<file path="src/global_variables.sv">
package global_variables;

  localparam int XLEN = 32;
  localparam int REG_COUNT = 32;
  localparam int REG_ADDR_WIDTH = 5;

  // Tags index the reorder buffer directly, so depth is 2**ROB_TAG_WIDTH
  localparam int ROB_DEPTH = 8;
  localparam int ROB_TAG_WIDTH = 3;

  localparam int ALU_RS_DEPTH = 4;
  localparam int MULT_RS_DEPTH = 2;
  localparam int MULT_STAGES = 3;

endpackage

</file>
<file path="src/structures.sv">
package structures;

  typedef enum logic [3:0] {
    op_add, op_sub, op_and, op_or, op_xor, op_sll, op_slt, op_mul, op_mulh
  } op_t;

  typedef enum logic [2:0] {
    alu_add, alu_sub, alu_and, alu_or, alu_xor, alu_sll, alu_slt
  } alu_op_t;

  typedef enum logic {mult_mul, mult_mulh} mult_op_t;

  typedef struct packed {
    op_t op;
    logic [global_variables::REG_ADDR_WIDTH-1:0] rd;
    logic [global_variables::REG_ADDR_WIDTH-1:0] rs1;
    logic [global_variables::REG_ADDR_WIDTH-1:0] rs2;
    logic use_imm; // Replaces rs2 with imm
    logic [7:0] imm;
  } instr_t;

  typedef struct packed {
    logic ready;
    logic [global_variables::ROB_TAG_WIDTH-1:0] tag; // Producer while not ready
    logic [global_variables::XLEN-1:0] value;
  } operand_t;

  // Fields common to every station, the payload is added per unit
  typedef struct packed {
    logic [global_variables::ROB_TAG_WIDTH-1:0] dest;
    operand_t src1;
    operand_t src2;
  } rs_entry_t;

  typedef struct packed {
    rs_entry_t base;
    alu_op_t op;
  } alu_rs_entry_t;

  typedef struct packed {
    rs_entry_t base;
    mult_op_t op;
  } mult_rs_entry_t;

  typedef struct packed {
    logic valid;
    logic [global_variables::ROB_TAG_WIDTH-1:0] tag;
    logic [global_variables::XLEN-1:0] value;
  } fu_result_t;

  typedef struct packed {
    logic valid;
    logic [global_variables::ROB_TAG_WIDTH-1:0] tag;
    logic [global_variables::XLEN-1:0] value;
  } cdb_t;

  typedef struct packed {
    logic valid;
    logic [global_variables::REG_ADDR_WIDTH-1:0] rd;
    logic [global_variables::ROB_TAG_WIDTH-1:0] tag;
    logic [global_variables::XLEN-1:0] value;
  } commit_t;

endpackage
</file>
<file path="src/reservation_station.sv">
`timescale 1ns/1ps

module reservation_station #(
  type entry_t = structures::alu_rs_entry_t,
  parameter int DEPTH = 4
) (
  input logic clock,
  input logic reset,
  input logic write,
  input entry_t entry_in,
  input structures::cdb_t cdb,
  output logic full,
  output logic dispatch_valid,
  output entry_t dispatch_entry,
  input logic dispatch_accept
);
  import structures::*;

  localparam int IDX_WIDTH = (DEPTH > 1) ? $clog2(DEPTH) : 1;

  // Entries stay packed toward index 0, which is always the oldest
  entry_t entries [DEPTH];
  entry_t entries_next [DEPTH];
  logic [DEPTH-1:0] valid;
  logic [DEPTH-1:0] valid_next;
  logic [IDX_WIDTH-1:0] sel_idx;
  logic sel_valid;
  logic pop;

  function automatic operand_t snoop(operand_t src, cdb_t bus);
    operand_t captured;
    captured = src;
    if (bus.valid && !src.ready && src.tag == bus.tag) begin
      captured.ready = 1'b1;
      captured.value = bus.value;
    end
    return captured;
  endfunction

  always_comb begin : pick_oldest
    sel_valid = 1'b0;
    sel_idx = '0;
    for (int i = DEPTH - 1; i >= 0; i--) begin
      if (valid[i] && entries[i].base.src1.ready && entries[i].base.src2.ready) begin
        sel_valid = 1'b1;
        sel_idx = IDX_WIDTH'(i);
      end
    end
  end

  assign dispatch_valid = sel_valid;
  assign dispatch_entry = entries[sel_idx];
  assign pop = sel_valid && dispatch_accept;
  assign full = &valid;

  always_comb begin
    logic placed;
    entries_next = entries;
    valid_next = valid;
    placed = 1'b0;
    for (int i = 0; i < DEPTH; i++) begin
      entries_next[i].base.src1 = snoop(entries[i].base.src1, cdb);
      entries_next[i].base.src2 = snoop(entries[i].base.src2, cdb);
    end
    if (pop) begin
      for (int i = 0; i < DEPTH - 1; i++) begin
        if (i >= sel_idx) begin
          entries_next[i] = entries_next[i + 1];
          valid_next[i] = valid_next[i + 1];
        end
      end
      valid_next[DEPTH-1] = 1'b0;
    end
    for (int i = 0; i < DEPTH; i++) begin
      if (write && !placed && !valid_next[i]) begin
        entries_next[i] = entry_in; // Already resolved against this cycle's bus
        valid_next[i] = 1'b1;
        placed = 1'b1;
      end
    end
  end

  always_ff @(posedge clock) begin
    if (reset) valid <= '0;
    else valid <= valid_next;
    entries <= entries_next;
  end

endmodule

</file>
<file path="config.mk">
export PLATFORM = sky130hd
export DESIGN_NAME = reservation_station
export DESIGN_NICKNAME = d
export VERILOG_FILES = /design/src/global_variables.sv /design/src/structures.sv /design/src/reservation_station.sv
export SDC_FILE = /design/constraint.sdc
export NUM_CORES = 1
export LEC_CHECK = 0
export BUFFER_PORTS_ARGS = -buffer_cell sky130_fd_sc_hd__clkbuf_2
export CORE_MARGIN = 4
export CORE_UTILIZATION = 50
export CTS_BUF_LIST = sky130_fd_sc_hd__clkbuf_8
export CTS_CLUSTER_SIZE = 12
export DETAILED_ROUTE_END_ITERATION = 7
export PLACE_DENSITY = 0.74
export SLEW_MARGIN = 20
export SYNTH_ARGS = -nofsm -noshare
export SYNTH_HDL_FRONTEND = slang
export SYNTH_SLANG_ARGS = --single-unit
</file>
<file path="constraint.sdc">
create_clock -name clock -period 2.9 [get_ports clock]
set_clock_uncertainty 0.2 [all_clocks]
set_input_delay 0.435 -clock clock [delete_from_list [all_inputs] [get_ports clock]]
set_output_delay 0.435 -clock clock [all_outputs]
set_load 0.01 [all_outputs]
</file>
; ---- Word-level counts from Yosys, hierarchy flattened
; Index checks and enable logic that the tools add are counted.
[classes]
n_lt_le_gt_ge = 4
eq_ne = 8
n_mux = 46
bitwise = 1
reduce_logical = 57
[ops]
columns = cell, count
row1 = $mux W78, 8
row2 = $mux W32, 8
row3 = $mux W234, 1
row4 = $bmux W78 S2, 1
row5 = $mux W75, 1
row6 = $logic_and A1 B1 Y1, 32
row7 = $eq A3 B3 Y1, 8
row8 = $mux W1, 22
row9 = $logic_not A1 Y1, 15
row10 = $reduce_bool A2 Y1, 6
row11 = $mux W2, 4
row12 = $reduce_and A2 Y1, 3
row13 = $ge A1 B2 Y1 const A, 2
row14 = $mux W4, 1
row15 = $reduce_and A4 Y1, 1
row16 = $ge A3 B3 Y1 const B, 1
row17 = $not A2 Y3, 1
row18 = $ge A2 B2 Y1 const A, 1
[totals]
ff_bits = 316
in_bits = 118
output_inout_bits = 80

; ---- Depth between registers and ports, before layout
; Gate-level depths: netlist of run 1.
[depth]
ltp_word = 24
ltp_mapped = 9

; ---- Worst setup path after synthesis of run 1
; OpenSTA, ideal clock, no wires.
[synth_timing]
path_kind = register to output
startpoint = reg valid[1]
endpoint = out dispatch_entry[10] (netlist bit)
t_arrival_ns = 1.773
setup_slack_ns = 0.492
path_stages_with_launch = 9
path_cell_list = dfxtp_1 -> and3_1 -> clkbuf_1 -> a211oi_2 -> buf_2 -> buf_2 -> buf_2 -> a211oi_1 -> a31oi_1
[synth_lines]
columns = element, line
row1 = from (decl), reservation_station.sv:24  ; logic [DEPTH-1:0] valid;
row2 = from (signal assigned), reservation_station.sv:85  ; else valid <= valid_next;
row3 = to (decl), reservation_station.sv:14  ; output entry_t dispatch_entry,

==> summary.md, run 1 <==
| Metric | Value |
|---|---|
| Fillers | 2489 |
| EDFF count, synth | 48 |
| Clock Sinks | 316 |
| Std cell rows | 67 |
| Later-pin clock latency in the skew report | 0.66 ns |
| Crit path max fanout | 6 |
| Gate power share | 32.5% |
| Vias after detailed routing | 18290 |
| Top sig layer | met4 |
| WL/cell | 23.12 um |
| Total Power | 16880 uW |
| Slew Limit Fails | 0 |
| First-pass GRT wire length | 97.49 mm |
| Die Height | 191.8 um |
| Vias in the first global route | 17955 |
| Drt via density | 6.445 |
| DRC | 0 |
| Switch Pwr | 5791 uW |
| Cells after Synth | 2061 |
| Total routed wirelength | 65.61 mm |
| Mapped Area | 16900 um^2 |
| Ant diodes | 0 |
| Starting Density | 50.53% |
| Critical path, cell by cell | and3_4 -> a211oi_4 -> buf_6 -> buf_12 -> buf_12 -> buf_16 -> nor2b_1 -> a211oi_1 -> a31oi_1 -> buf_2 |
| Leak | 0.008907 uW |
| Core area | 33450 um^2 |
| WL met2 | 30.35 mm |
| Max cap viols | 0 |
| Synth-to-layout area growth | 33.94% |
| Die W | 191.8 um |
| Die ar. | 36800 um^2 |
| CTS Buf Count | 53 |
| Share of cells above drive strength 1 | 29.29% |
| Antenna violations before repair | 0 |
| Global route total overflow | 0 |
| Net Sw Frac | 34.32% |
| Non-Filler Instances | 2838 |
| RD Place Congestion | 0.8944 |
| Slowest CP cell | dfxtp_4 |
| Post-synthesis async set-or-reset flop share | 0% |
| Met1 wire length | 24.83 mm |
| TritonCTS clock tree | yes |
| Sequential group share of total power | 41.8% |
| Ys Warns | 0 |
| Seq/Total Area, Yosys | 40.28% |
| Kind of critical path | reg2out |
| Rel. slew slack | 53.19% |
| Hold WS | 0.009568 ns |
| Worst-path clk slew | 0.07 ns |
| Setup TNS | -7.545 ns |
| DRT iter0 DRCs | 2240 |
| Top FF cell, synth | dfxtp_1 |
| Bufs on Longest Clock Path | 3 |
| Worst Setup Start Kind | register |
| Largest net degree at the start of global routing | 79 |
| Peak supply drop | 0.4359 mV |
| PwrDens | 745.5 nW/um^2 |
| Synthesized Nets | 2179 |
| Most used cell along the critical path | buf_12 |
| Internal Power | 11080 uW |
| Clock power share | 25.7% |
| Synthesized area per cell | 8.200 um^2 |
| H-tree lvl count | 2 |
| CP delay by family, top | buffers and inverters |
| Fin worst setup slack | -0.1881 ns |
| Routed Antenna Nets | 0 |
| Met3 WL | 7.396 mm |
| Period utilization | 106.5% |
| 1st-pass router iterations | 6 |
| Port Buf Inserts | 197 |
| Cell Count Post-Placement | 2565 |
| Crit path DAT | 2.45 ns |
| Clk root buf | clkbuf_8 |
| Cell variety after synth | 48 |
| RSZ-0062 raised after global routing | true |
| Tot GR Track Use | 33.11% |
| Critical Path RT | 2.27 ns |
| Achievable Freq | 323.8 MHz |
| Least-Margin Pin Slew | 0.6875 ns |
| Crit path capture type | output port |
| Violated checks | setup timing |
| Min-Delay Path Class | in2reg |
| Tmin final | 3.088 ns |
| WP buf/inv | 5 |
| Ports | 198 |
| Outcome | finished with violations |
| Largest stage delay, worst path | 0.37 ns |
| Register bit total from synthesis | 316 |
| NumNets Final | 2465 |
| Count of endpoints failing setup in the final report | 76 |
| Hpwl dp | 35.26 mm |
| Hold Violations, Final | 0 |
[sequential cells by signal, summed over array words and instances, names as in the netlist]
signal   cells
valid        4
entries    312
[power groups by stage]
stage               logic, uW  registers, uW  clock network, uW
CTS                      5130           6970               4330
finish                   5480           7060               4330
detailed placement       4540           7040                  0
global placement         4350           6990                  0
floorplan                3290           6730                  0
global route             5860           7220               4530
[cells in the final DEF (no fill, tap or decap), types with 5 or more instances in the layout]
cell type	netlist	final
buf_2	65	17
nand2_1	427	419
buf_6	5	16
o21ai_1	10	9
o31ai_1	194	194
nand2_2	0	7
dlygate4sd3_1	0	104
buf_12	0	33
a211oi_1	77	29
a21oi_1	7	7
nand2b_1	9	5
o22ai_1	193	193
clkbuf_16	0	8
a211oi_2	1	46
a31oi_2	0	24
clkbuf_2	1	176
edfxtp_1	48	48
dfxtp_1	268	256
nor2b_4	0	6
dfxtp_4	0	11
clkinv_2	0	7
nor2b_2	0	9
nor2_1	198	198
xor2_1	12	12
buf_16	0	20
buf_4	16	67
a31oi_1	77	49
nor2b_1	81	66
inv_1	10	23
nand4_1	6	6
mux2_2	128	128
o21ai_0	33	32
clkbuf_8	0	71
xnor2_1	12	12
[synthesized netlist by cell type, types with 2 or more instances]
cell type / number / area share, %
o22ai_1: 193 / 7.1
nor4_4: 4 / 0.50
nor3_1: 4 / 0.12
a31oi_1: 77 / 2.9
mux2i_1: 6 / 0.36
buf_6: 5 / 0.33
or2_2: 5 / 0.19
buf_2: 65 / 1.9
nand2b_1: 9 / 0.33
and3_1: 3 / 0.11
nor2b_1: 81 / 3.0
dfxtp_1: 268 / 32
buf_1: 37 / 0.82
nor2_1: 198 / 4.4
nand4_1: 6 / 0.22
and4_1: 3 / 0.16
clkbuf_1: 91 / 2.0
or3_1: 4 / 0.15
nand3b_1: 2 / 0.089
a21oi_1: 7 / 0.21
mux2_2: 128 / 8.5
o32ai_1: 2 / 0.10
edfxtp_1: 48 / 8.5
o21ai_1: 10 / 0.30
nand3_1: 8 / 0.24
nand2_1: 427 / 9.5
xor2_1: 12 / 0.62
o21ai_0: 33 / 0.98
o31ai_1: 194 / 8.6
buf_4: 16 / 0.71
inv_1: 10 / 0.22
a21boi_1: 2 / 0.089
a211oi_1: 77 / 3.4
xnor2_1: 12 / 0.62
[path summary, 6_finish.rpt]
path                                   start                 end  slack, ns  cells after the start
worst max-delay path            entries[308]  dispatch_entry[52]      -0.19                     10
worst min-delay path                 cdb[26]        entries[107]       0.01                      3
worst max register to register  entries[229]        entries[200]       0.01                      7
worst min register to register  entries[299]        entries[299]       0.33                      2
[cell type report]
cell class | instances | area (um^2) | share of cell area [%]
clock buffer | 71 | 977.2 | 4.317
clock inverter | 27 | 180.2 | 0.7960
inverter | 10 | 37.54 | 0.1658
multi-input combinational | 1520 | 9827 | 43.41
sequential | 316 | 6849 | 30.26
tap | 448 | 560.5 | 2.476
timing repair buffer | 446 | 4204 | 18.57
[through the flow]
stage	area [um^2]	util, %	worst slack [ns]
after global routing	22640	67.67	-0.2284
after CTS	22140	66.19	-0.1678
after floorplan	16900	-	0.4918
after detailed placement	18530	55.40	0.1604
after global placement	18530	55.40	0.2055
final	22640	67.67	-0.1881
[metal layers]
layer / vias to the layer above / global-route usage (%)
met4: 0 / 15.88
met1: 8667 / 41.78
li1: 8054 / -
met2: 1300 / 54.84
met3: 269 / 6.034
met5: - / 0
[worst min-delay path: cells and delay by family]
| family | cells | cell delay (ns) |
|---|---|---|
| AOI/OAI and AO/OA | 1 | 0.07 |
| and+or+nand+nor | 1 | 0.12 |
| buffers and inverters | 1 | 0.16 |
[kinds of logic (layout without fill, tap and decap cells)]
| kind of cell | Yosys count | in the layout | synth area share [%] |
|---|---|---|---|
| AO/OA/AOI/OAI | 604 | 604 | 24.33 |
| AND/OR/NAND/NOR | 758 | 758 | 19.20 |
| flip-flops | 316 | 316 | 40.28 |
| multiplexers | 134 | 134 | 8.884 |
| XOR/XNOR | 24 | 24 | 1.244 |
| buffers and inverters | 225 | 554 | 6.064 |
[what timing repair did]
action | CTS | global route
setup endpoints to repair | 76 | 78
endpoints found under the hold margin | 316 | 0
pin swaps | 17 | 13
resized for setup | 127 | 79
hold buffers | 104 | 0
cloned | 22 | 10
buffers inserted | 32 | 14
No activity file was read; power rests on OpenSTA's default activity.
==> inputs of run 2 (changes only) <==
--- a/config.mk
+++ b/config.mk
@@ -6,12 +6,12 @@
 export NUM_CORES = 1
 export LEC_CHECK = 0
 export BUFFER_PORTS_ARGS = -buffer_cell sky130_fd_sc_hd__clkbuf_2
-export CORE_MARGIN = 4
+export CORE_MARGIN = 1.5
 export CORE_UTILIZATION = 50
 export CTS_BUF_LIST = sky130_fd_sc_hd__clkbuf_8
 export CTS_CLUSTER_SIZE = 12
 export DETAILED_ROUTE_END_ITERATION = 7
-export PLACE_DENSITY = 0.74
+export PLACE_DENSITY = 0.7
 export SLEW_MARGIN = 20
 export SYNTH_ARGS = -nofsm -noshare
 export SYNTH_HDL_FRONTEND = slang
==> summary.md, run 2 (synthesis gave the netlist of run 1 again) <==
| Metric | Value |
|---|---|
| H-tree lvl count | 2 |
| Critical path, cell by cell | and3_4 -> a211oi_4 -> buf_6 -> buf_12 -> buf_8 -> buf_16 -> nand2_1 -> a31oi_1 -> buf_2 |
| FF-to-FF path depth | 10 |
| Kind of critical path | reg2out |
| Die ar. | 34910 um^2 |
| Die Height | 186.8 um |
| Period utilization | 108.9% |
| Antenna violations before repair | 1 |
| Drt via density | 6.366 |
| Crit path DAT | 2.52 ns |
| Tmin final | 3.158 ns |
| Global route total overflow | 0 |
| Crit path max fanout | 8 |
| Met3 GRT Util | 5.947% |
| Tot GR Track Use | 33.72% |
| Rel. slew slack | 58.44% |
| Clk root buf | clkbuf_8 |
| Worst Setup Start Kind | register |
| Biggest regs | entries x312, valid x4 |
| RSZ-0062 raised after global routing | true |
| Global routing usage on met1 | 43.03% |
| CP delay by family, top | buffers and inverters |
| Slew Limit Fails | 0 |
| Slowest CP cell | dfxtp_4 |
| Achievable Freq | 316.7 MHz |
| Std cell rows | 67 |
| Highest-count cells in the layout ignoring fill and taps | nand2_1, dfxtp_1, nor2_1 |
| 1st-pass router iterations | 6 |
| WP buf/inv | 5 |
| CTS Buf Count | 54 |
| Starting Density | 50.65% |
| Cell Count Post-Placement | 2565 |
| Share of cells above drive strength 1 | 28.90% |
| Top reg by flops | entries |
| TritonCTS clock tree | yes |
| Hpwl dp | 34.92 mm |
| PwrDens | 735.0 nW/um^2 |
| NumNets Final | 2430 |
| Count of endpoints failing setup in the final report | 75 |
| Met2 usage | 55.41% |
| Clock Sinks | 316 |
| Crit path capture type | output port |
| Vias in the first global route | 17185 |
| Ports | 198 |
| Number of flip-flops in the largest register | 312 |
| Least-Margin Pin Slew | 0.6207 ns |
| Min-Delay Path Depth | 3 |
| Later-pin clock latency in the skew report | 0.61 ns |
| Total routed wirelength | 62.18 mm |
| WL/cell | 22.25 um |
| Largest net degree at the start of global routing | 103 |
| Largest stage delay, worst path | 0.37 ns |
| Routed Antenna Nets | 0 |
| Non-Filler Instances | 2795 |
| Outcome | finished with violations |
| Leak | 0.008629 uW |
| Violated checks | setup timing |
| Critical Path RT | 2.27 ns |
| Worst-path clk slew | 0.06 ns |
| Min-Delay Path Class | in2reg |
| Pre-CTS setup slack | 0.1713 ns |
| Hold Violations, Final | 0 |
| Synth-to-layout area growth | 30.35% |
| Fin worst setup slack | -0.2577 ns |
| Core area | 33360 um^2 |
| DRC | 0 |
| Most common cell after layout, fill and taps aside | nand2_1 |
| Max cap viols | 0 |
| Vias after detailed routing | 17792 |
| Bufs on Longest Clock Path | 3 |
| Port Buf Inserts | 197 |
| Peak supply drop | 0.4101 mV |
| Crit path depth | 9 |
| DRT iter0 DRCs | 1792 |
| RD Place Congestion | 0.8717 |
| Die W | 186.8 um |
| Gr busiest metal | met2 |
| First-pass GRT wire length | 94.49 mm |
## run 2: repair_timing
item                                    4_1_cts  5_1_grt
resized for setup                           116      123
pin swaps                                    32       32
hold buffers                                 84        0
buffers inserted                             26       14
hold endpoints to repair                    313        0
gates cloned                                 15        5
endpoints found under the setup margin       76       77
## run 2: through the flow
| stage | hold slack [ns] | power (uW) | utilization [%] | instance area (um^2) | TNS [ns] |
|---|---|---|---|---|---|
| 2_1_floorplan | 0.3041 | 10020 | - | 16900 | 0 |
| 3_3_place_gp | 0.3164 | 11350 | 55.46 | 18510 | 0 |
| 3_5_place_dp | 0.3255 | 11540 | 55.46 | 18510 | 0 |
| 4_1_cts | 0.003628 | 15810 | 64.24 | 21430 | -9.121 |
| 5_1_grt | 0.02888 | 17000 | 66.02 | 22030 | -15.95 |
| 6_report | 0.03083 | 16190 | 66.02 | 22030 | -9.981 |
## run 2: power by group
group	switching, uW	internal, uW	leakage [uW]	total, uW
Clock	1850	2020	0.000585	3870
Combinational	2560	2660	0.00533	5220
Sequential	1150	5950	0.00271	7100
Total	5570	10600	0.00863	16200
## run 2: worst min-delay path, delay by kind of cell
family / cells / cell delay, ns
simple gates: 1 / 0.13
compound gates: 1 / 0.07
buf+inv: 1 / 0.16
## run 2: layout make-up
class                      count  area [um^2]
clock inverter                28        145.1
tap                          448        560.5
fill                        2745        11340
multi-input combinational   1520         9847
clock buffer                  62        853.3
inverter                      10        37.54
sequential                   316         6847
timing repair buffer         410         3736
antenna                        1        2.502
## run 2: worst paths after layout
check / start / to / slack (ns)
worst min register to register: entries[263] / entries[263] / 0.33
worst min-delay path: cdb[11] / entries[128] / 0.03
worst max register to register: entries[272] / entries[119] / 0.07
worst max-delay path: valid[0] / dispatch_entry[26] / -0.26
## run 2: routing by layer
metal  vias to the layer above  wire, um  part of all wire [%]
met2                      1147     29390                    47
met1                      8445     24070                    39
met3                       225      6196                    10
li1                       7975         -                     -
met4                         0      2518                   4.0
met5                         -         0                     0
==> inputs of run 3 (changes only) <==
--- a/config.mk
+++ b/config.mk
@@ -7,11 +7,10 @@
 export LEC_CHECK = 0
 export BUFFER_PORTS_ARGS = -buffer_cell sky130_fd_sc_hd__clkbuf_2
 export CORE_MARGIN = 1.5
-export CORE_UTILIZATION = 50
+export CORE_UTILIZATION = 38
 export CTS_BUF_LIST = sky130_fd_sc_hd__clkbuf_8
 export CTS_CLUSTER_SIZE = 12
 export DETAILED_ROUTE_END_ITERATION = 7
-export PLACE_DENSITY = 0.7
 export SLEW_MARGIN = 20
 export SYNTH_ARGS = -nofsm -noshare
 export SYNTH_HDL_FRONTEND = slang
==> summary.md, run 3 (synthesis gave the netlist of run 1 again) <==
| Metric | Value |
|---|---|
| Outcome | finished with violations |
| Violated checks | setup timing |
| Crit path capture type | output port |
| DRC | 0 |
| Finished Core Util | 53.18% |
| Period utilization | 110.2% |
| Bufs on Longest Clock Path | 3 |
| WP buf/inv | 5 |
| Hold Violations, Final | 0 |
| Die ar. | 45750 um^2 |
| Switch Pwr | 5786 uW |
| Highest-count cells in the layout ignoring fill and taps | nand2_1, dfxtp_1, nor2_1 |
| Share of cells above drive strength 1 | 30.66% |
| H-tree lvl count | 2 |
| Port Buf Inserts | 197 |
| Fillers | 3954 |
| Crit path DAT | 2.56 ns |
| TritonCTS clock tree | yes |
| Pre-CTS setup slack | 0.1154 ns |
| 1st-pass router iterations | 6 |
| Sequential group share of total power | 42.5% |
| Net Sw Frac | 34.84% |
| Core area | 44030 um^2 |
| Crit path max fanout | 6 |
| Largest net degree at the start of global routing | 81 |
| CP delay by family, top | buffers and inverters |
| Vias after detailed routing | 17760 |
| Internal Power | 10820 uW |
| Max cap viols | 0 |
| Global route total overflow | 0 |
| Clock power share | 24.0% |
| Most common cell after layout, fill and taps aside | nand2_1 |
| Most used cell along the critical path | buf_12 |
| Die W | 213.9 um |
| Clock Sinks | 316 |
| Tmin final | 3.196 ns |
| Fin worst setup slack | -0.2957 ns |
| Biggest regs | entries x312, valid x4 |
| Top reg by flops | entries |
| Antenna violations before repair | 2 |
| Leak | 0.009156 uW |
| Rel. slew slack | 56.14% |
| DRT iter0 DRCs | 1581 |
| RSZ-0062 raised after global routing | true |
| Register Area | 6839 um^2 |
| Cell Count Post-Placement | 2719 |
| Clk root buf | clkbuf_8 |
| Least-Margin Pin Slew | 0.6560 ns |
| WL/cell | 22.38 um |
| PwrDens | 709.3 nW/um^2 |
| Total Power | 16610 uW |
| Later-pin clock latency in the skew report | 0.68 ns |
| Setup TNS | -13.03 ns |
| Slew Limit Fails | 0 |
| Critical Path RT | 2.27 ns |
| Gate power share | 33.6% |
| Min-Delay Path Class | in2reg |
| CTS Buf Count | 56 |
| RD Place Congestion | 0.8850 |
| Std cell rows | 77 |
| Vias in the first global route | 16827 |
| Worst Setup Start Kind | register |
| Hpwl dp | 38.21 mm |
| Count of endpoints failing setup in the final report | 76 |
| Tot GR Track Use | 28.15% |
| Starting Density | 38.38% |
| Peak supply drop | 0.3764 mV |
| Ports | 198 |
| Drt via density | 5.879 |
| Kind of critical path | reg2out |
| NumNets Final | 2506 |
| Die Height | 213.9 um |
| First-pass GRT wire length | 98.30 mm |
| Area occupied by multi-input gates | 9980 um^2 |
| Slowest CP cell | dfxtp_4 |
| Critical path, cell by cell | and3_4 -> a211oi_4 -> buf_6 -> buf_12 -> buf_16 -> buf_12 -> nand2_1 -> a31oi_1 -> buf_2 |
| Non-Filler Instances | 3021 |
| Routed Antenna Nets | 0 |
| Largest stage delay, worst path | 0.35 ns |
| Worst-path clk slew | 0.06 ns |
| Achievable Freq | 312.9 MHz |
| Total routed wirelength | 67.61 mm |
| Number of flip-flops in the largest register | 312 |
| Synth-to-layout area growth | 38.54% |
-- run 3: cell types whose count changed in the layout (fill, tap and decap cells not counted), sizes merged, moves of 2 or more --
cell / previous run / this run
buf: 151 / 205
clkinv: 5 / 12
clkbuf: 234 / 219
inv: 31 / 29
dlygate4sd3: 84 / 120
-- run 3: routing by layer --
metal	GRT usage, %	share of wire [%]	vias up
met5	0	0	-
met4	10.93	2.8	0
met3	4.218	7.3	148
met2	47.30	48	838
met1	36.34	42	8621
li1	-	-	8153
-- run 3: cell type report --
class / instances / area share (%)
Multi-Input combinational cell: 1520 / 42.62
Sequential cell: 316 / 29.21
Timing Repair Buffer: 484 / 20.45
Clock buffer: 64 / 3.762
Tap cell: 592 / 3.164
Clock inverter: 33 / 0.6039
Inverter: 10 / 0.1603
Antenna cell: 2 / 0.02138
-- run 3: per-stage QoR --
| step | hold WS (ns) | area, um^2 |
|---|---|---|
| final | 0.04566 | 23410 |
| after global routing | 0.04382 | 23410 |
| after CTS | 0.0005119 | 22850 |
| after detailed placement | 0.3231 | 18820 |
| after global placement | 0.3163 | 18820 |
| after floorplan | 0.3041 | 16900 |
-- run 3: power by group through the flow --
stage | clock, uW | sequential, uW | combinational (uW)
after global placement | 0 | 6990 | 4460
after floorplan | 0 | 6730 | 3290
after detailed placement | 0 | 7030 | 4620
after global routing | 4240 | 7230 | 5990
after CTS | 4030 | 6980 | 5300
final | 3980 | 7050 | 5570
-- run 3: timing repair --
item | in CTS | in global routing
hold buffers | 120 | 0
gates resized for setup | 143 | 147
buffers inserted | 43 | 10
setup endpoints to repair | 76 | 79
hold endpoints to repair | 316 | 0
cloned | 28 | 11
pin swaps | 36 | 35
-- run 3: worst paths after layout --
kind / slack, ns / end / start / cells after the start
min reg2reg: 0.33 / entries[279] / entries[279] / 2
max: -0.30 / dispatch_entry[40] / valid[1] / 9
min: 0.05 / entries[168] / cdb[9] / 3
max reg2reg: 0.02 / entries[296] / entries[308] / 9
-- run 3: tightest hold or removal path, cell delays in order --
cell	delay (ns)
clkbuf_2	0.19
nor2_1	0.14
o31ai_1	0.07
