$ cat config.mk
export PLATFORM = sky130hd
export DESIGN_NAME = reorder_buffer
export DESIGN_NICKNAME = d
export VERILOG_FILES = /design/src/global_variables.sv /design/src/structures.sv /design/src/reorder_buffer.sv
export SDC_FILE = /design/constraint.sdc
export NUM_CORES = 1
export LEC_CHECK = 0
export ABC_CLOCK_PERIOD_IN_PS = 4400
export CAP_MARGIN = 5
export CORE_ASPECT_RATIO = 0.8
export CORE_MARGIN = 2
export CORE_UTILIZATION = 30
export CTS_BUF_LIST = sky130_fd_sc_hd__clkbuf_8
export DETAILED_ROUTE_END_ITERATION = 8
export DONT_BUFFER_PORTS = 1
export PLACE_DENSITY = 0.45
export SLEW_MARGIN = 20
export SYNTH_ARGS = -nofsm -noshare
export SYNTH_HDL_FRONTEND = slang
export SYNTH_SLANG_ARGS = --single-unit
$ cat constraint.sdc
create_clock -name clock -period 4.4 [get_ports clock]
set_input_delay 0 -clock clock [delete_from_list [all_inputs] [get_ports clock]]
set_output_delay 0 -clock clock [all_outputs]
set_load 0.05 [all_outputs]
$ cat src/global_variables.sv
package global_variables;

  localparam int XLEN = 32;
  localparam int REG_COUNT = 32;
  localparam int REG_ADDR_WIDTH = 5;

  // Tags index the reorder buffer directly, so depth is 2**ROB_TAG_WIDTH
  localparam int ROB_DEPTH = 8;
  localparam int ROB_TAG_WIDTH = 3;

  localparam int ALU_RS_DEPTH = 4;
  localparam int MULT_RS_DEPTH = 2;
  localparam int MULT_STAGES = 3;

endpackage

$ cat src/structures.sv
package structures;

  typedef enum logic [3:0] {
    op_add, op_sub, op_and, op_or, op_xor, op_sll, op_slt, op_mul, op_mulh
  } op_t;

  typedef enum logic [2:0] {
    alu_add, alu_sub, alu_and, alu_or, alu_xor, alu_sll, alu_slt
  } alu_op_t;

  typedef enum logic {mult_mul, mult_mulh} mult_op_t;

  typedef struct packed {
    op_t op;
    logic [global_variables::REG_ADDR_WIDTH-1:0] rd;
    logic [global_variables::REG_ADDR_WIDTH-1:0] rs1;
    logic [global_variables::REG_ADDR_WIDTH-1:0] rs2;
    logic use_imm; // Replaces rs2 with imm
    logic [7:0] imm;
  } instr_t;

  typedef struct packed {
    logic ready;
    logic [global_variables::ROB_TAG_WIDTH-1:0] tag; // Producer while not ready
    logic [global_variables::XLEN-1:0] value;
  } operand_t;

  // Fields common to every station, the payload is added per unit
  typedef struct packed {
    logic [global_variables::ROB_TAG_WIDTH-1:0] dest;
    operand_t src1;
    operand_t src2;
  } rs_entry_t;

  typedef struct packed {
    rs_entry_t base;
    alu_op_t op;
  } alu_rs_entry_t;

  typedef struct packed {
    rs_entry_t base;
    mult_op_t op;
  } mult_rs_entry_t;

  typedef struct packed {
    logic valid;
    logic [global_variables::ROB_TAG_WIDTH-1:0] tag;
    logic [global_variables::XLEN-1:0] value;
  } fu_result_t;

  typedef struct packed {
    logic valid;
    logic [global_variables::ROB_TAG_WIDTH-1:0] tag;
    logic [global_variables::XLEN-1:0] value;
  } cdb_t;

  typedef struct packed {
    logic valid;
    logic [global_variables::REG_ADDR_WIDTH-1:0] rd;
    logic [global_variables::ROB_TAG_WIDTH-1:0] tag;
    logic [global_variables::XLEN-1:0] value;
  } commit_t;

endpackage
$ cat src/reorder_buffer.sv
`timescale 1ns/1ps

module reorder_buffer (
  input logic clock,
  input logic reset,
  input logic alloc,
  input logic [global_variables::REG_ADDR_WIDTH-1:0] alloc_rd,
  output logic [global_variables::ROB_TAG_WIDTH-1:0] next_tag,
  output logic full,
  input structures::cdb_t cdb,
  input logic [global_variables::ROB_TAG_WIDTH-1:0] query_tag [2],
  output logic [global_variables::XLEN-1:0] query_value [2],
  output logic query_ready [2],
  output structures::commit_t commit
);
  import global_variables::*;

  logic [ROB_TAG_WIDTH-1:0] head;
  logic [ROB_TAG_WIDTH-1:0] tail; // Pointers wrap on their own
  logic [ROB_TAG_WIDTH:0] count;
  logic [ROB_DEPTH-1:0] done;
  logic [REG_ADDR_WIDTH-1:0] entry_rd [ROB_DEPTH];
  logic [XLEN-1:0] entry_value [ROB_DEPTH];
  logic retire;

  assign next_tag = tail;
  assign full = (count == ROB_DEPTH);
  assign retire = (count != '0) && done[head];

  // Done stays set after commit, so a value is still found until the slot is reused
  always_comb begin
    for (int i = 0; i < 2; i++) begin
      query_ready[i] = done[query_tag[i]];
      query_value[i] = entry_value[query_tag[i]];
    end
  end

  always_ff @(posedge clock) begin
    if (reset) begin
      head <= '0;
      tail <= '0;
      count <= '0;
      done <= '0;
      commit.valid <= 1'b0;
    end else begin
      if (alloc) begin
        tail <= tail + 1'b1;
        done[tail] <= 1'b0;
      end
      if (cdb.valid) done[cdb.tag] <= 1'b1;
      if (retire) head <= head + 1'b1;
      case ({alloc, retire})
        2'b10: count <= count + 1'b1;
        2'b01: count <= count - 1'b1;
        default: count <= count;
      endcase
      commit.valid <= retire;
    end
    if (alloc) entry_rd[tail] <= alloc_rd;
    if (cdb.valid) entry_value[cdb.tag] <= cdb.value;
    if (retire) begin
      commit.rd <= entry_rd[head];
      commit.tag <= head;
      commit.value <= entry_value[head];
    end
  end

endmodule

* Word-level counts from Yosys, hierarchy flattened *
Memories as Yosys holds them, arrays and structs flattened. A register that Yosys moved wholly into a read port is not among the register bits.
Index checks and enable logic that the tools add are counted.

operators by class
  bitwise gates (word level) = 3
  add/sub/neg operators = 4
  mux-type cells = 18
  equality and inequality tests = 3
  magnitude comparators = 7
  reductions and logical operators = 5

operators with widths
  kind                 number
  $mux 8               3
  $lt 3x4->1 const B   5
  $bmux 1 s3           3
  $mux 1               9
  $and 8x8->8          1
  $not 8->8            1
  $or 8x8->8           1
  $pmux 4 s2           1
  $add 3x1->3 const B  2
  $demux 1 s3          2
  $ge 3x1->1 const B   2
  $add 4x1->4 const B  1
  $eq 4x4->1 const B   1
  $reduce_bool 4->1    1
  $sub 4x1->4 const B  1
  $logic_and 1x1->1    3
  $eq 2x1->1 const B   1
  $eq 2x2->1 const B   1
  $reduce_bool 2->1    1

word-level totals
  input port bits = 50
  word-level logic and storage cells = 48
  flip-flop bits (word level) = 22
  memories kept = 2
  memory bits (writable) = 296

memory list
  memory       words  bits a word  rd ports  clocked after memory_dff  wr ports  RTL line              RTL
  entry_value  8      32           3         1                         1         reorder_buffer.sv:23  logic [XLEN-1:0] entry_value [ROB_DEPTH];
  entry_rd     8      5            1         1                         1         reorder_buffer.sv:22  logic [REG_ADDR_WIDTH-1:0] entry_rd [ROB_DEPTH];

* Longest topological paths before layout *
Gate-level depths: netlist (run 1).

  word-level depth = 10
  mapped depth = 12
  depth with buffers taken out = 10

* Worst setup path after synthesis (run 1) *
Ideal clock, no wire load.

  path kind = reg2reg
  start = register head[0]
  end = register count[2]
  clock period less this slack = 3.492 ns
  slack = 0.908 ns
  data arrival time = 3.422 ns
  cell stages (with the launch flop) = 12
  required time = 4.329 ns
  cells stage by stage = dfxtp_1 buf_6 mux2i_1 a221o_1 nor2_2 ha_1 xor2_1 ha_1 a21oi_1 xor2_1 or3_1 a21oi_1

between the ends
  longest elaborated chain between the ends = 5
  elaborated cells on any way between the ends = 7

RTL lines
  item                                                    RTL line              RTL
  start: declaration                                      reorder_buffer.sv:18  logic [ROB_TAG_WIDTH-1:0] head;
  start signal: assignment                                reorder_buffer.sv:51  if (retire) head <= head + 1'b1;
  $bmux 1 s3 *                                            reorder_buffer.sv:28  assign retire = (count != '0) && done[head];
  $mux 1 (not written as such) *                          reorder_buffer.sv:28
  $logic_and 1x1->1 *                                     reorder_buffer.sv:28
  net retire                                              reorder_buffer.sv:24  logic retire;
  $eq 2x1->1 / $eq 2x2->1 (equally long branches)         reorder_buffer.sv:52  case ({alloc, retire})
  $pmux 4 s2 / $reduce_bool 2->1 (equally long branches)  -
  end signal: assignment                                  reorder_buffer.sv:53  2'b10: count <= count + 1'b1;
  end signal: assignment                                  reorder_buffer.sv:54  2'b01: count <= count - 1'b1;
  end signal: assignment                                  reorder_buffer.sv:55  default: count <= count;
  end: declaration                                        reorder_buffer.sv:20  logic [ROB_TAG_WIDTH:0] count;

The timed path passes the listed nets; every way through them passes the cells marked *. The select of a mux whose other input is x is not followed.
A chain may end at the register's enable or synchronous reset.

* Final worst setup path (run 1) *
  start = register head[0]
  end = register count[0]

Same word-level chain as after synthesis.

==> key figures, run 1 <==
GRT
  – First-pass GRT wire length: 68900 um
  – Global Route Usage Sum: 0.161
  – Vias in the first global route: 9606
  – Largest net degree at the start of global routing: 67
  – Antenna violations before repair: 4
  – Congestion Overflow GR: 0

Worst setup path
  – R2r setup slk: 0.90 ns
  – Critical path startpoint category: register
  – CP endpoint kind: register
  – WS Path Type: register to register
  – Required time worst endpoint: 4.98 ns
  – Worst EP arrival: 4.07 ns
  – Maximum fanout along the worst path: 43

STA
  – Setup Skew: 0.0331 ns
  – Fin crit period: 3.50 ns
  – Setup violators final: 0
  – Max Clock Freq: 0.286 GHz
  – RSZ-0062 raised after global routing: false
  – Worst slew pin tran: 1.06 ns
  – Rel. slew slack: 0.291
  – Setup TNS: 0 ns
  – Final Max Tran Viols: 0
  – Final hold viol count: 0
  – Period utilisation layout: 0.795
  – Setup ws final: 0.903 ns

Min path
  – HP Class: primary input to register

Pwr
  – Max VDD drop: 0.000229 V
  – Power per standard cell area: 396 nW/um^2
  – Pleak: 6.12 nW

Floorplanning
  – IO Count: 161
  – Area of the die: 60000 sq um
  – Chip height: 219 um
  – Die Wd: 273 um
  – Core Rows: 78
  – Core outline area: 57000 sq um
  – Starting density of the core: 0.306

Synth
  – Async S/R FF share, synth: 0
  – Syn avg cell area: 20.8 sq um
  – Top cell type's share of synthesized area: 0.579
  – Cell area after synthesis: 17400 sq um
  – Top cells by area, synth: edfxtp_1 (58%), mux4_2 (27%), mux2_2 (5.7%)
  – Syn. warnings: 0
  – Yosys cell types: 39
  – Yosys reg bits: 355
  – Leading area contributor after synthesis: edfxtp_1
  – Syn_nets: 892
  – Synth Flop Type: edfxtp_1
  – EDFF count, synth: 336
  – Seq/Total Area, Yosys: 0.601
  – Mapped Cells: 837

Placement
  – IO buf count: 0
  – Setup WS pre-CTS: 1.04 ns
  – DP HPWL: 26000 um
  – RePlAce Congestion: 0.678

Detailed routing
  – Wire per inst: 27.9 um
  – DRC viols: 0
  – DR pass1 iterations: 5
  – Vias: 8863
  – Vias per cell: 5.19
  – Initial DRC Count: 552
  – Antenna-violating nets left: 0
  – Post-Route WL: 47700 um

Clock tree
  – H-tree levels: 2
  – Post_cts resized: 0
  – Max Buffers Root-to-Sink: 3
  – Worst-path clk slew: 0.06 ns
  – Setup repair bufs after CTS: 0
  – Worst skew pair latency: 0.68 ns
  – # hold bufs at CTS: 47
  – CTS Buf Count: 61
  – Total clock sinks: 355
  – CTS tree: done
  – Clock root cell: clkbuf_8

Final layout
  – Layout Nets: 953
  – Multi-input gate area: 6580 sq um
  – Layout cells sized above 1: 0.444
  – Filler Cells Inserted: 5343
  – Seq. cell area: 10500 sq um
  – Syn-to-layout area delta: 14.2%

Run
  – Max_cap viols: 0

Status
  – Outcome: completed
[synthesized netlist by cell type, types with 2 or more instances]
cell,count
buf_1,2
nand2b_1,7
xor2_1,4
buf_6,9
edfxtp_1,336
inv_1,6
ha_1,5
buf_12,3
buf_4,2
nor2_1,28
dfxtp_1,19
mux2_2,88
clkbuf_1,20
mux4_2,205
a21oi_1,8
nor2b_1,7
buf_2,26
o21a_1,4
mux4_1,2
mux2_1,2
mux2_4,16
nor3_1,4
or3_1,3
o21ai_0,5
nand2_1,7
mux2i_1,6
[metrics by stage]
stage / total power, mW / instances / hold slack [ns] / instance area [sq um] / utilization
final: 7.88 / 1709 / 0.0823 / 19900 / 0.349
after global routing: 8.20 / 1709 / 0.0675 / 19900 / 0.349
after CTS: 8.01 / 1708 / 0.0412 / 19900 / 0.349
after detailed placement: 4.72 / 1548 / 0.0774 / 18100 / 0.318
after global placement: 4.72 / 1548 / 0.0740 / 18100 / 0.318
after floorplan: 4.66 / 837 / 0.0989 / 17400 / -
[where the power goes]
| part | switching, mW | internal, mW |
|---|---|---|
| clock | 1.41 | 1.76 |
| combinational | 0.464 | 0.335 |
| sequential | 0.104 | 3.81 |
| total | 1.98 | 5.91 |
[final timing paths]
| path | from | end | cells past startpoint |
|---|---|---|---|
| worst min-delay path | cdb[32] | entry_value[7][1] | 3 |
| worst min register to register | done[6] | done[6] | 2 |
| worst max-delay path | head[0] | count[0] | 8 |
| worst max register to register | head[0] | count[0] | 8 |
[critical path, stage by stage (launching register included)]
cell and delay, ns:
dfxtp_4 0.74, mux2i_1 0.17, a221o_1 0.44, nor2_4 0.11, buf_4 0.68, ha_1 0.44
xor2_1 0.15, nor2_1 0.05, dlygate4sd3_1 0.59
[cells in the final DEF, fill, tap and decap left out, types with 3 or more instances in the layout]
cell type	instances
nand2b_1	7
clkinv_1	18
clkbuf_8	64
nor2_1	24
o21a_1	4
clkinv_2	10
mux2_2	88
xor2_1	4
nor2_4	5
dlygate4sd3_1	47
ha_1	5
a21oi_1	8
nand2_1	7
mux2i_1	6
inv_1	15
nor2b_1	7
mux2_4	16
or3_1	3
bufinv_16	7
dfxtp_1	16
edfxtp_1	336
o21ai_0	5
mux4_2	205
buf_4	14
[registers in the layout, summed over array words and instances (netlist names)]
| name | count |
|---|---|
| count | 4 |
| done | 8 |
| entry_rd | 40 |
| next_tag | 3 |
| head | 3 |
| commit | 41 |
| entry_value | 256 |
[metal layers]
layer	share of wire	GRT usage	vias up
met5	0.00080	0	-
met2	0.49	0.266	256
met3	0.069	0.0517	72
met1	0.42	0.204	4777
li1	-	-	3752
met4	0.020	0.0432	6
[cell type report]
cell class                      count  area share
Tap cell                          760      0.0478
Clock buffer                       64      0.0443
Antenna cell                        1    0.000126
Sequential cell                   355       0.527
Clock inverter                     49      0.0198
Multi-Input combinational cell    413       0.331
Inverter                            6     0.00113
Timing Repair Buffer               61      0.0289
[cell families (layout without fill, tap and decap cells)]
group	count (synthesis)	in the layout	synth area share
adder cells (fa/ha/maj)	5	5	0.00359
flip-flops	355	355	0.601
buffers and inverters	69	180	0.0241
XOR/XNOR	4	4	0.00201
other	0	1	0
AND/OR/NAND/NOR	65	65	0.0185
multiplexers	319	319	0.344
AO/OA/AOI/OAI	20	20	0.00704
(Power assumes the default switching activity.)
==> run 2: changes to the inputs <==
--- a/config.mk
+++ b/config.mk
@@ -5,7 +5,7 @@
 export SDC_FILE = /design/constraint.sdc
 export NUM_CORES = 1
 export LEC_CHECK = 0
-export ABC_CLOCK_PERIOD_IN_PS = 4400
+export ABC_CLOCK_PERIOD_IN_PS = 3100
 export CAP_MARGIN = 5
 export CORE_ASPECT_RATIO = 0.8
 export CORE_MARGIN = 2
@@ -13,7 +13,7 @@
 export CTS_BUF_LIST = sky130_fd_sc_hd__clkbuf_8
 export DETAILED_ROUTE_END_ITERATION = 8
 export DONT_BUFFER_PORTS = 1
-export PLACE_DENSITY = 0.45
+export PLACE_DENSITY = 0.46
 export SLEW_MARGIN = 20
 export SYNTH_ARGS = -nofsm -noshare
 export SYNTH_HDL_FRONTEND = slang
==> constraint.sdc (replaced) <==
create_clock -name clock -period 3.1 [get_ports clock]
set_input_delay 0 -clock clock [delete_from_list [all_inputs] [get_ports clock]]
set_output_delay 0 -clock clock [all_outputs]
set_load 0.05 [all_outputs]
==> run 2 against run 1 <==
- routed wire length is 1.3% lower
- sequential share of layout area is 0.31 points higher
- maximum frequency is 43% higher
- sequential cell count stayed put
- power is 35% higher
- cell count stayed put
- critical endpoint is now head[0]
==> key figures, run 2 (synthesis gave the netlist of run 1 again) <==
Placement
  – DP HPWL: 24900 um
  – IO buf count: 0
  – Area post-placement: 18200 sq um
  – RePlAce Congestion: 0.700

Min path
  – Hold_sp: cdb[33]
  – Hold Crit Endpoint: entry_value[7][7]
  – HP Class: primary input to register
  – Hold depth: 2

STA
  – Final hold viol count: 0
  – RSZ-0062 raised after global routing: false
  – Setup violators final: 0
  – Fin crit period: 2.44 ns
  – Period utilisation layout: 0.787
  – Max Clock Freq: 0.410 GHz
  – Setup Skew: 0.0223 ns
  – Final Max Tran Viols: 0
  – Rel. slew slack: 0.389
  – Setup TNS: 0 ns
  – Worst slew pin tran: 0.914 ns

Clock tree
  – CTS Buf Count: 66
  – Worst-path clk slew: 0.06 ns
  – CTS tree: done
  – Worst skew pair latency: 0.62 ns
  – Setup repair bufs after CTS: 0
  – Total clock sinks: 355
  – Post_cts resized: 0
  – Clock root cell: clkbuf_8
  – H-tree levels: 3
  – Max Buffers Root-to-Sink: 3

Worst setup path
  – Reg2reg start: head[0]
  – Required time worst endpoint: 3.59 ns
  – Worst Setup SP: head[0]
  – WS Path Type: register to register
  – R2r setup slk: 0.66 ns
  – Worst EP arrival: 2.93 ns
  – Critical path startpoint category: register
  – CP endpoint kind: register
  – Maximum fanout along the worst path: 30
  – R2r endpoint: head[0]
  – Reg2Reg Depth: 6

Final layout
  – Layout cells sized above 1: 0.435
  – Most common cell after layout, fill and taps aside: edfxtp_1
  – Commonest non-fill, non-tap cells in the layout: edfxtp_1 (336), mux4_2 (205), mux2_2 (88)
  – Final Util: 0.347
  – Syn-to-layout area delta: 13.5%
  – Top reg by flops: entry_value
  – Max reg flops: 256
  – Layout Nets: 958
  – Final Cell Area: 19800 sq um
  – Regs by FF count: entry_value: 256 flops, commit: 41 flops, entry_rd: 40 flops

Detailed routing
  – DRC viols: 0
  – Antenna-violating nets left: 0
  – Post-Route WL: 47100 um
  – Vias per cell: 5.21
  – Wire per inst: 27.6 um
  – Initial DRC Count: 718
  – Highest routed layer: met5
  – Vias: 8901
  – Wl on met1: 20500 um
  – DR pass1 iterations: 4
  – Met3 wire len: 3050 um
  – Met2 wire length: 22700 um

Floorplanning
  – Core outline area: 57000 sq um
  – Starting density of the core: 0.306
  – IO Count: 161
  – Area of the die: 60000 sq um
  – Die Wd: 273 um
  – Core Rows: 78
  – Chip height: 219 um

GRT
  – Global Route Usage Sum: 0.159
  – Antenna violations before repair: 3
  – Congestion Overflow GR: 0
  – First-pass GRT wire length: 67800 um
  – Vias in the first global route: 9673
  – Largest net degree at the start of global routing: 75

Pwr
  – Max VDD drop: 0.000224 V
  – Pleak: 6.09 nW
  – Power per standard cell area: 538 nW/um^2
  – Total power: 10.6 mW

Status
  – Outcome: completed

Run
  – Max_cap viols: 0
==> run 2: area by class of cell <==
cell class,instances,area [sq um]
Sequential cell,355,10500
Antenna cell,2,5.00
Clock inverter,43,173
Tap cell,760,951
Multi-Input combinational cell,413,6580
Fill cell,5313,37200
Timing Repair Buffer,61,611
Clock buffer,69,950
Inverter,6,22.5
==> run 2: critical path: stages, from the launching register on <==
cell     delay, ns
dfxtp_4       0.45
mux2i_1       0.10
a221o_1       0.42
nor2_4        0.11
buf_4         0.28
buf_4         0.54
mux2_1        0.38
==> run 2: power by group <==
group / total (mW) / switching (mW) / internal (mW)
clock: 3.96 / 1.92 / 2.04
combinational: 1.14 / 0.663 / 0.477
sequential: 5.55 / 0.138 / 5.41
total: 10.6 / 2.72 / 7.92
==> run 2: worst max path at each step <==
stage	endpoint	slack (ns)	cells past startpoint
after floorplan	count[2]	0.11	11
after global placement	head[0]	0.63	6
after detailed placement	head[0]	0.61	6
after CTS	head[0]	0.56	6
after global routing	head[0]	0.50	6
final	head[0]	0.66	6
==> run 2: layer usage <==
| layer | vias up | global-route usage |
|---|---|---|
| li1 | 3758 | - |
| met1 | 4824 | 0.207 |
| met2 | 246 | 0.259 |
| met3 | 71 | 0.0487 |
| met4 | 2 | 0.0448 |
| met5 | - | 0 |
==> run 2: per-stage QoR <==
stage	worst slack (ns)	hold slack [ns]	cells
finish	0.659	0.109	1709
CTS	0.559	0.0660	1707
global placement	0.630	0.0744	1549
detailed placement	0.606	0.0763	1549
floorplan	0.107	0.0989	837
global route	0.496	0.0906	1708
==> run 2: what timing repair did <==
action / 4_1_cts / 5_1_grt
setup endpoints to repair: 0 / 0
hold endpoints to repair: 363 / 0
hold buffers: 46 / 0
==> run 3: changes to the inputs <==
--- a/config.mk
+++ b/config.mk
@@ -5,7 +5,7 @@
 export SDC_FILE = /design/constraint.sdc
 export NUM_CORES = 1
 export LEC_CHECK = 0
-export ABC_CLOCK_PERIOD_IN_PS = 3100
+export ABC_CLOCK_PERIOD_IN_PS = 2200
 export CAP_MARGIN = 5
 export CORE_ASPECT_RATIO = 0.8
 export CORE_MARGIN = 2
==> constraint.sdc (replaced) <==
create_clock -name clock -period 2.2 [get_ports clock]
set_input_delay 0 -clock clock [delete_from_list [all_inputs] [get_ports clock]]
set_output_delay 0 -clock clock [all_outputs]
set_load 0.05 [all_outputs]
==> run 3 against run 2 <==
- the run now ends with negative hold slack, negative setup slack left
- highest routed layer unchanged
- sequential share of layout area down 1.8 points
- sequential cell count unchanged
- global-route usage up 0.092 points
- power increased by 49%
- critical endpoint is now count[2]
- maximum frequency grew 9.9%
- design area is 3.5% higher
- sequential power up 40%
- first-iteration DRC count down 21%
- combinational power increased by 52%
==> key figures, run 3 (synthesis gave the netlist of run 1 again) <==
Detailed routing
  – DRC viols: 0
  – Initial DRC Count: 567
  – Wire per inst: 27.1 um
  – Antenna-violating nets left: 0
  – Vias: 9099
  – Post-Route WL: 47800 um
  – Vias per cell: 5.16
  – DR pass1 iterations: 6

Clock tree
  – Total clock sinks: 355
  – # hold bufs at CTS: 65
  – CTS tree: done
  – Worst-path clk slew: 0.06 ns
  – H-tree levels: 2
  – Worst skew pair latency: 0.67 ns
  – Max Buffers Root-to-Sink: 3
  – Clock root cell: clkbuf_8
  – CTS Buf Count: 61

Worst setup path
  – CP bufs+invs: 1
  – Crit path max-delay family: simple AND/OR/NAND/NOR gates
  – Required time worst endpoint: 2.78 ns
  – Critical path depth: 11
  – Critical-path cell list: nor4_2 > buf_4 > a221o_1 > nor2_4 > ha_4 > xor2_2 > ha_2 > a21oi_2 > xor2_1 > or3_1 > a21oi_1
  – R2r endpoint: count[2]
  – WS Path Type: register to register
  – Maximum fanout along the worst path: 3
  – Worst EP arrival: 2.80 ns
  – CP endpoint kind: register
  – R2r setup slk: -0.02 ns
  – Reg2reg start: count[0]
  – Worst path slowest cell: dfxtp_1
  – Max incr delay on CP: 0.32 ns
  – Critical path startpoint category: register
  – Reg2Reg Depth: 11

Final layout
  – Syn-to-layout area delta: 17.5%
  – Final Cell Area: 20500 sq um
  – Layout cells sized above 1: 0.464
  – Top reg by flops: entry_value
  – Most common cell after layout, fill and taps aside: edfxtp_1
  – Max reg flops: 256
  – Commonest non-fill, non-tap cells in the layout: edfxtp_1 (336), mux4_2 (205), mux2_2 (88)
  – Layout Nets: 1003
  – Filler Cells Inserted: 5256
  – Regs by FF count: entry_value: 256 flops, commit: 41 flops, entry_rd: 40 flops

STA
  – Setup ws final: -0.0212 ns
  – Max Clock Freq: 0.450 GHz
  – Final hold viol count: 13
  – Rel. slew slack: 0.551
  – Worst slew pin tran: 0.674 ns
  – Fin crit period: 2.22 ns
  – Setup violators final: 1
  – Setup Skew: 0.0266 ns
  – RSZ-0062 raised after global routing: true
  – Final Max Tran Viols: 0
  – Fin Hold WS: -0.572 ns
  – Period utilisation layout: 1.01

Pwr
  – Power per standard cell area: 774 nW/um^2
  – Sequential Power Share: 0.492
  – Pleak: 6.46 nW
  – P_sw: 3.95 mW
  – Int Power: 11.9 mW
  – Sw frac: 0.250
  – Comb power frac: 0.109
  – Total power: 15.9 mW
  – Max VDD drop: 0.000367 V
  – Clock power frac: 0.399

Floorplanning
  – IO Count: 161
  – Area of the die: 60000 sq um
  – Core outline area: 57000 sq um
  – Chip height: 219 um
  – Starting density of the core: 0.306
  – Core Rows: 78
  – Die Wd: 273 um

GRT
  – Largest net degree at the start of global routing: 67
  – First-pass GRT wire length: 69000 um
  – Vias in the first global route: 9858
  – Global Route Usage Sum: 0.160
  – Congestion Overflow GR: 0
  – Antenna violations before repair: 4

Placement
  – RePlAce Congestion: 0.720
  – Setup WS pre-CTS: -0.117 ns
  – DP HPWL: 26700 um
  – Area post-placement: 18400 sq um
  – IO buf count: 0

Min path
  – Hold_sp: reset
  – HP Class: primary input to register
  – Hold depth: 1
  – Hold Crit Endpoint: count[2]

Status
  – Failing checks: negative hold slack, negative setup slack
  – Outcome: finished with violations

Run
  – Max_cap viols: 0
## run 3: cell types whose count changed in the layout (fill, tap and decap cells not counted), sizes merged
cell,previous run,this run
inv,30,23
bufinv,0,7
dlygate4sd3,46,65
clkinvlp,2,3
clkbuf,69,64
clkinv,17,25
buf,15,46
## run 3: worst max-delay path by stage
stage | start | to
final | count[0] | count[2]
after global routing | head[0] | count[2]
after CTS | head[1] | count[2]
after detailed placement | count[0] | count[2]
after global placement | head[0] | count[2]
after floorplan | head[0] | count[2]
## run 3: per-layer routing
| layer | global-route usage | share of wire | up-vias |
|---|---|---|---|
| met5 | 0 | 0.00052 | - |
| met4 | 0.0446 | 0.018 | 4 |
| met3 | 0.0412 | 0.058 | 72 |
| met2 | 0.264 | 0.49 | 229 |
| met1 | 0.210 | 0.43 | 4943 |
| li1 | - | - | 3851 |
## run 3: power by group through the flow
stage          Combinational (mW)  Sequential, mW  Clock (mW)
2_1_floorplan                1.41            7.91           0
3_3_place_gp                 1.58            7.93           0
3_5_place_dp                 1.57            7.94           0
4_1_cts                      1.75            7.79        6.56
5_1_grt                      1.82            7.82        6.82
6_report                     1.73            7.79        6.33
## run 3: layout make-up
type                    count  area, sq um  area share
diodes                      2         5.00    0.000245
clock buffers              64          881      0.0430
clock inverters            52          412      0.0201
inverters                   6         22.5     0.00110
multi-input cells         413         6640       0.324
flip-flops and latches    355        10500       0.512
well taps                 760          951      0.0465
repair buffers            111         1080      0.0529
## run 3: per-stage QoR
step / std cells / util / hold slack [ns] / TNS (ns)
floorplan: 837 / - / 0.0989 / -1.87
global placement: 1575 / 0.324 / 0.0769 / -0.0309
detailed placement: 1575 / 0.324 / 0.0781 / -0.145
CTS: 1760 / 0.359 / -0.627 / -0.00366
global route: 1763 / 0.359 / -0.615 / -0.270
finish: 1763 / 0.359 / -0.572 / -0.0212
## run 3: timing repair
| item | CTS | global route |
|---|---|---|
| setup buffers | 4 | 1 |
| endpoints found under the hold margin | 532 | 13 |
| gates resized for setup | 7 | 3 |
| endpoints found under the setup margin | 2 | 5 |
| pin swaps | 6 | 4 |
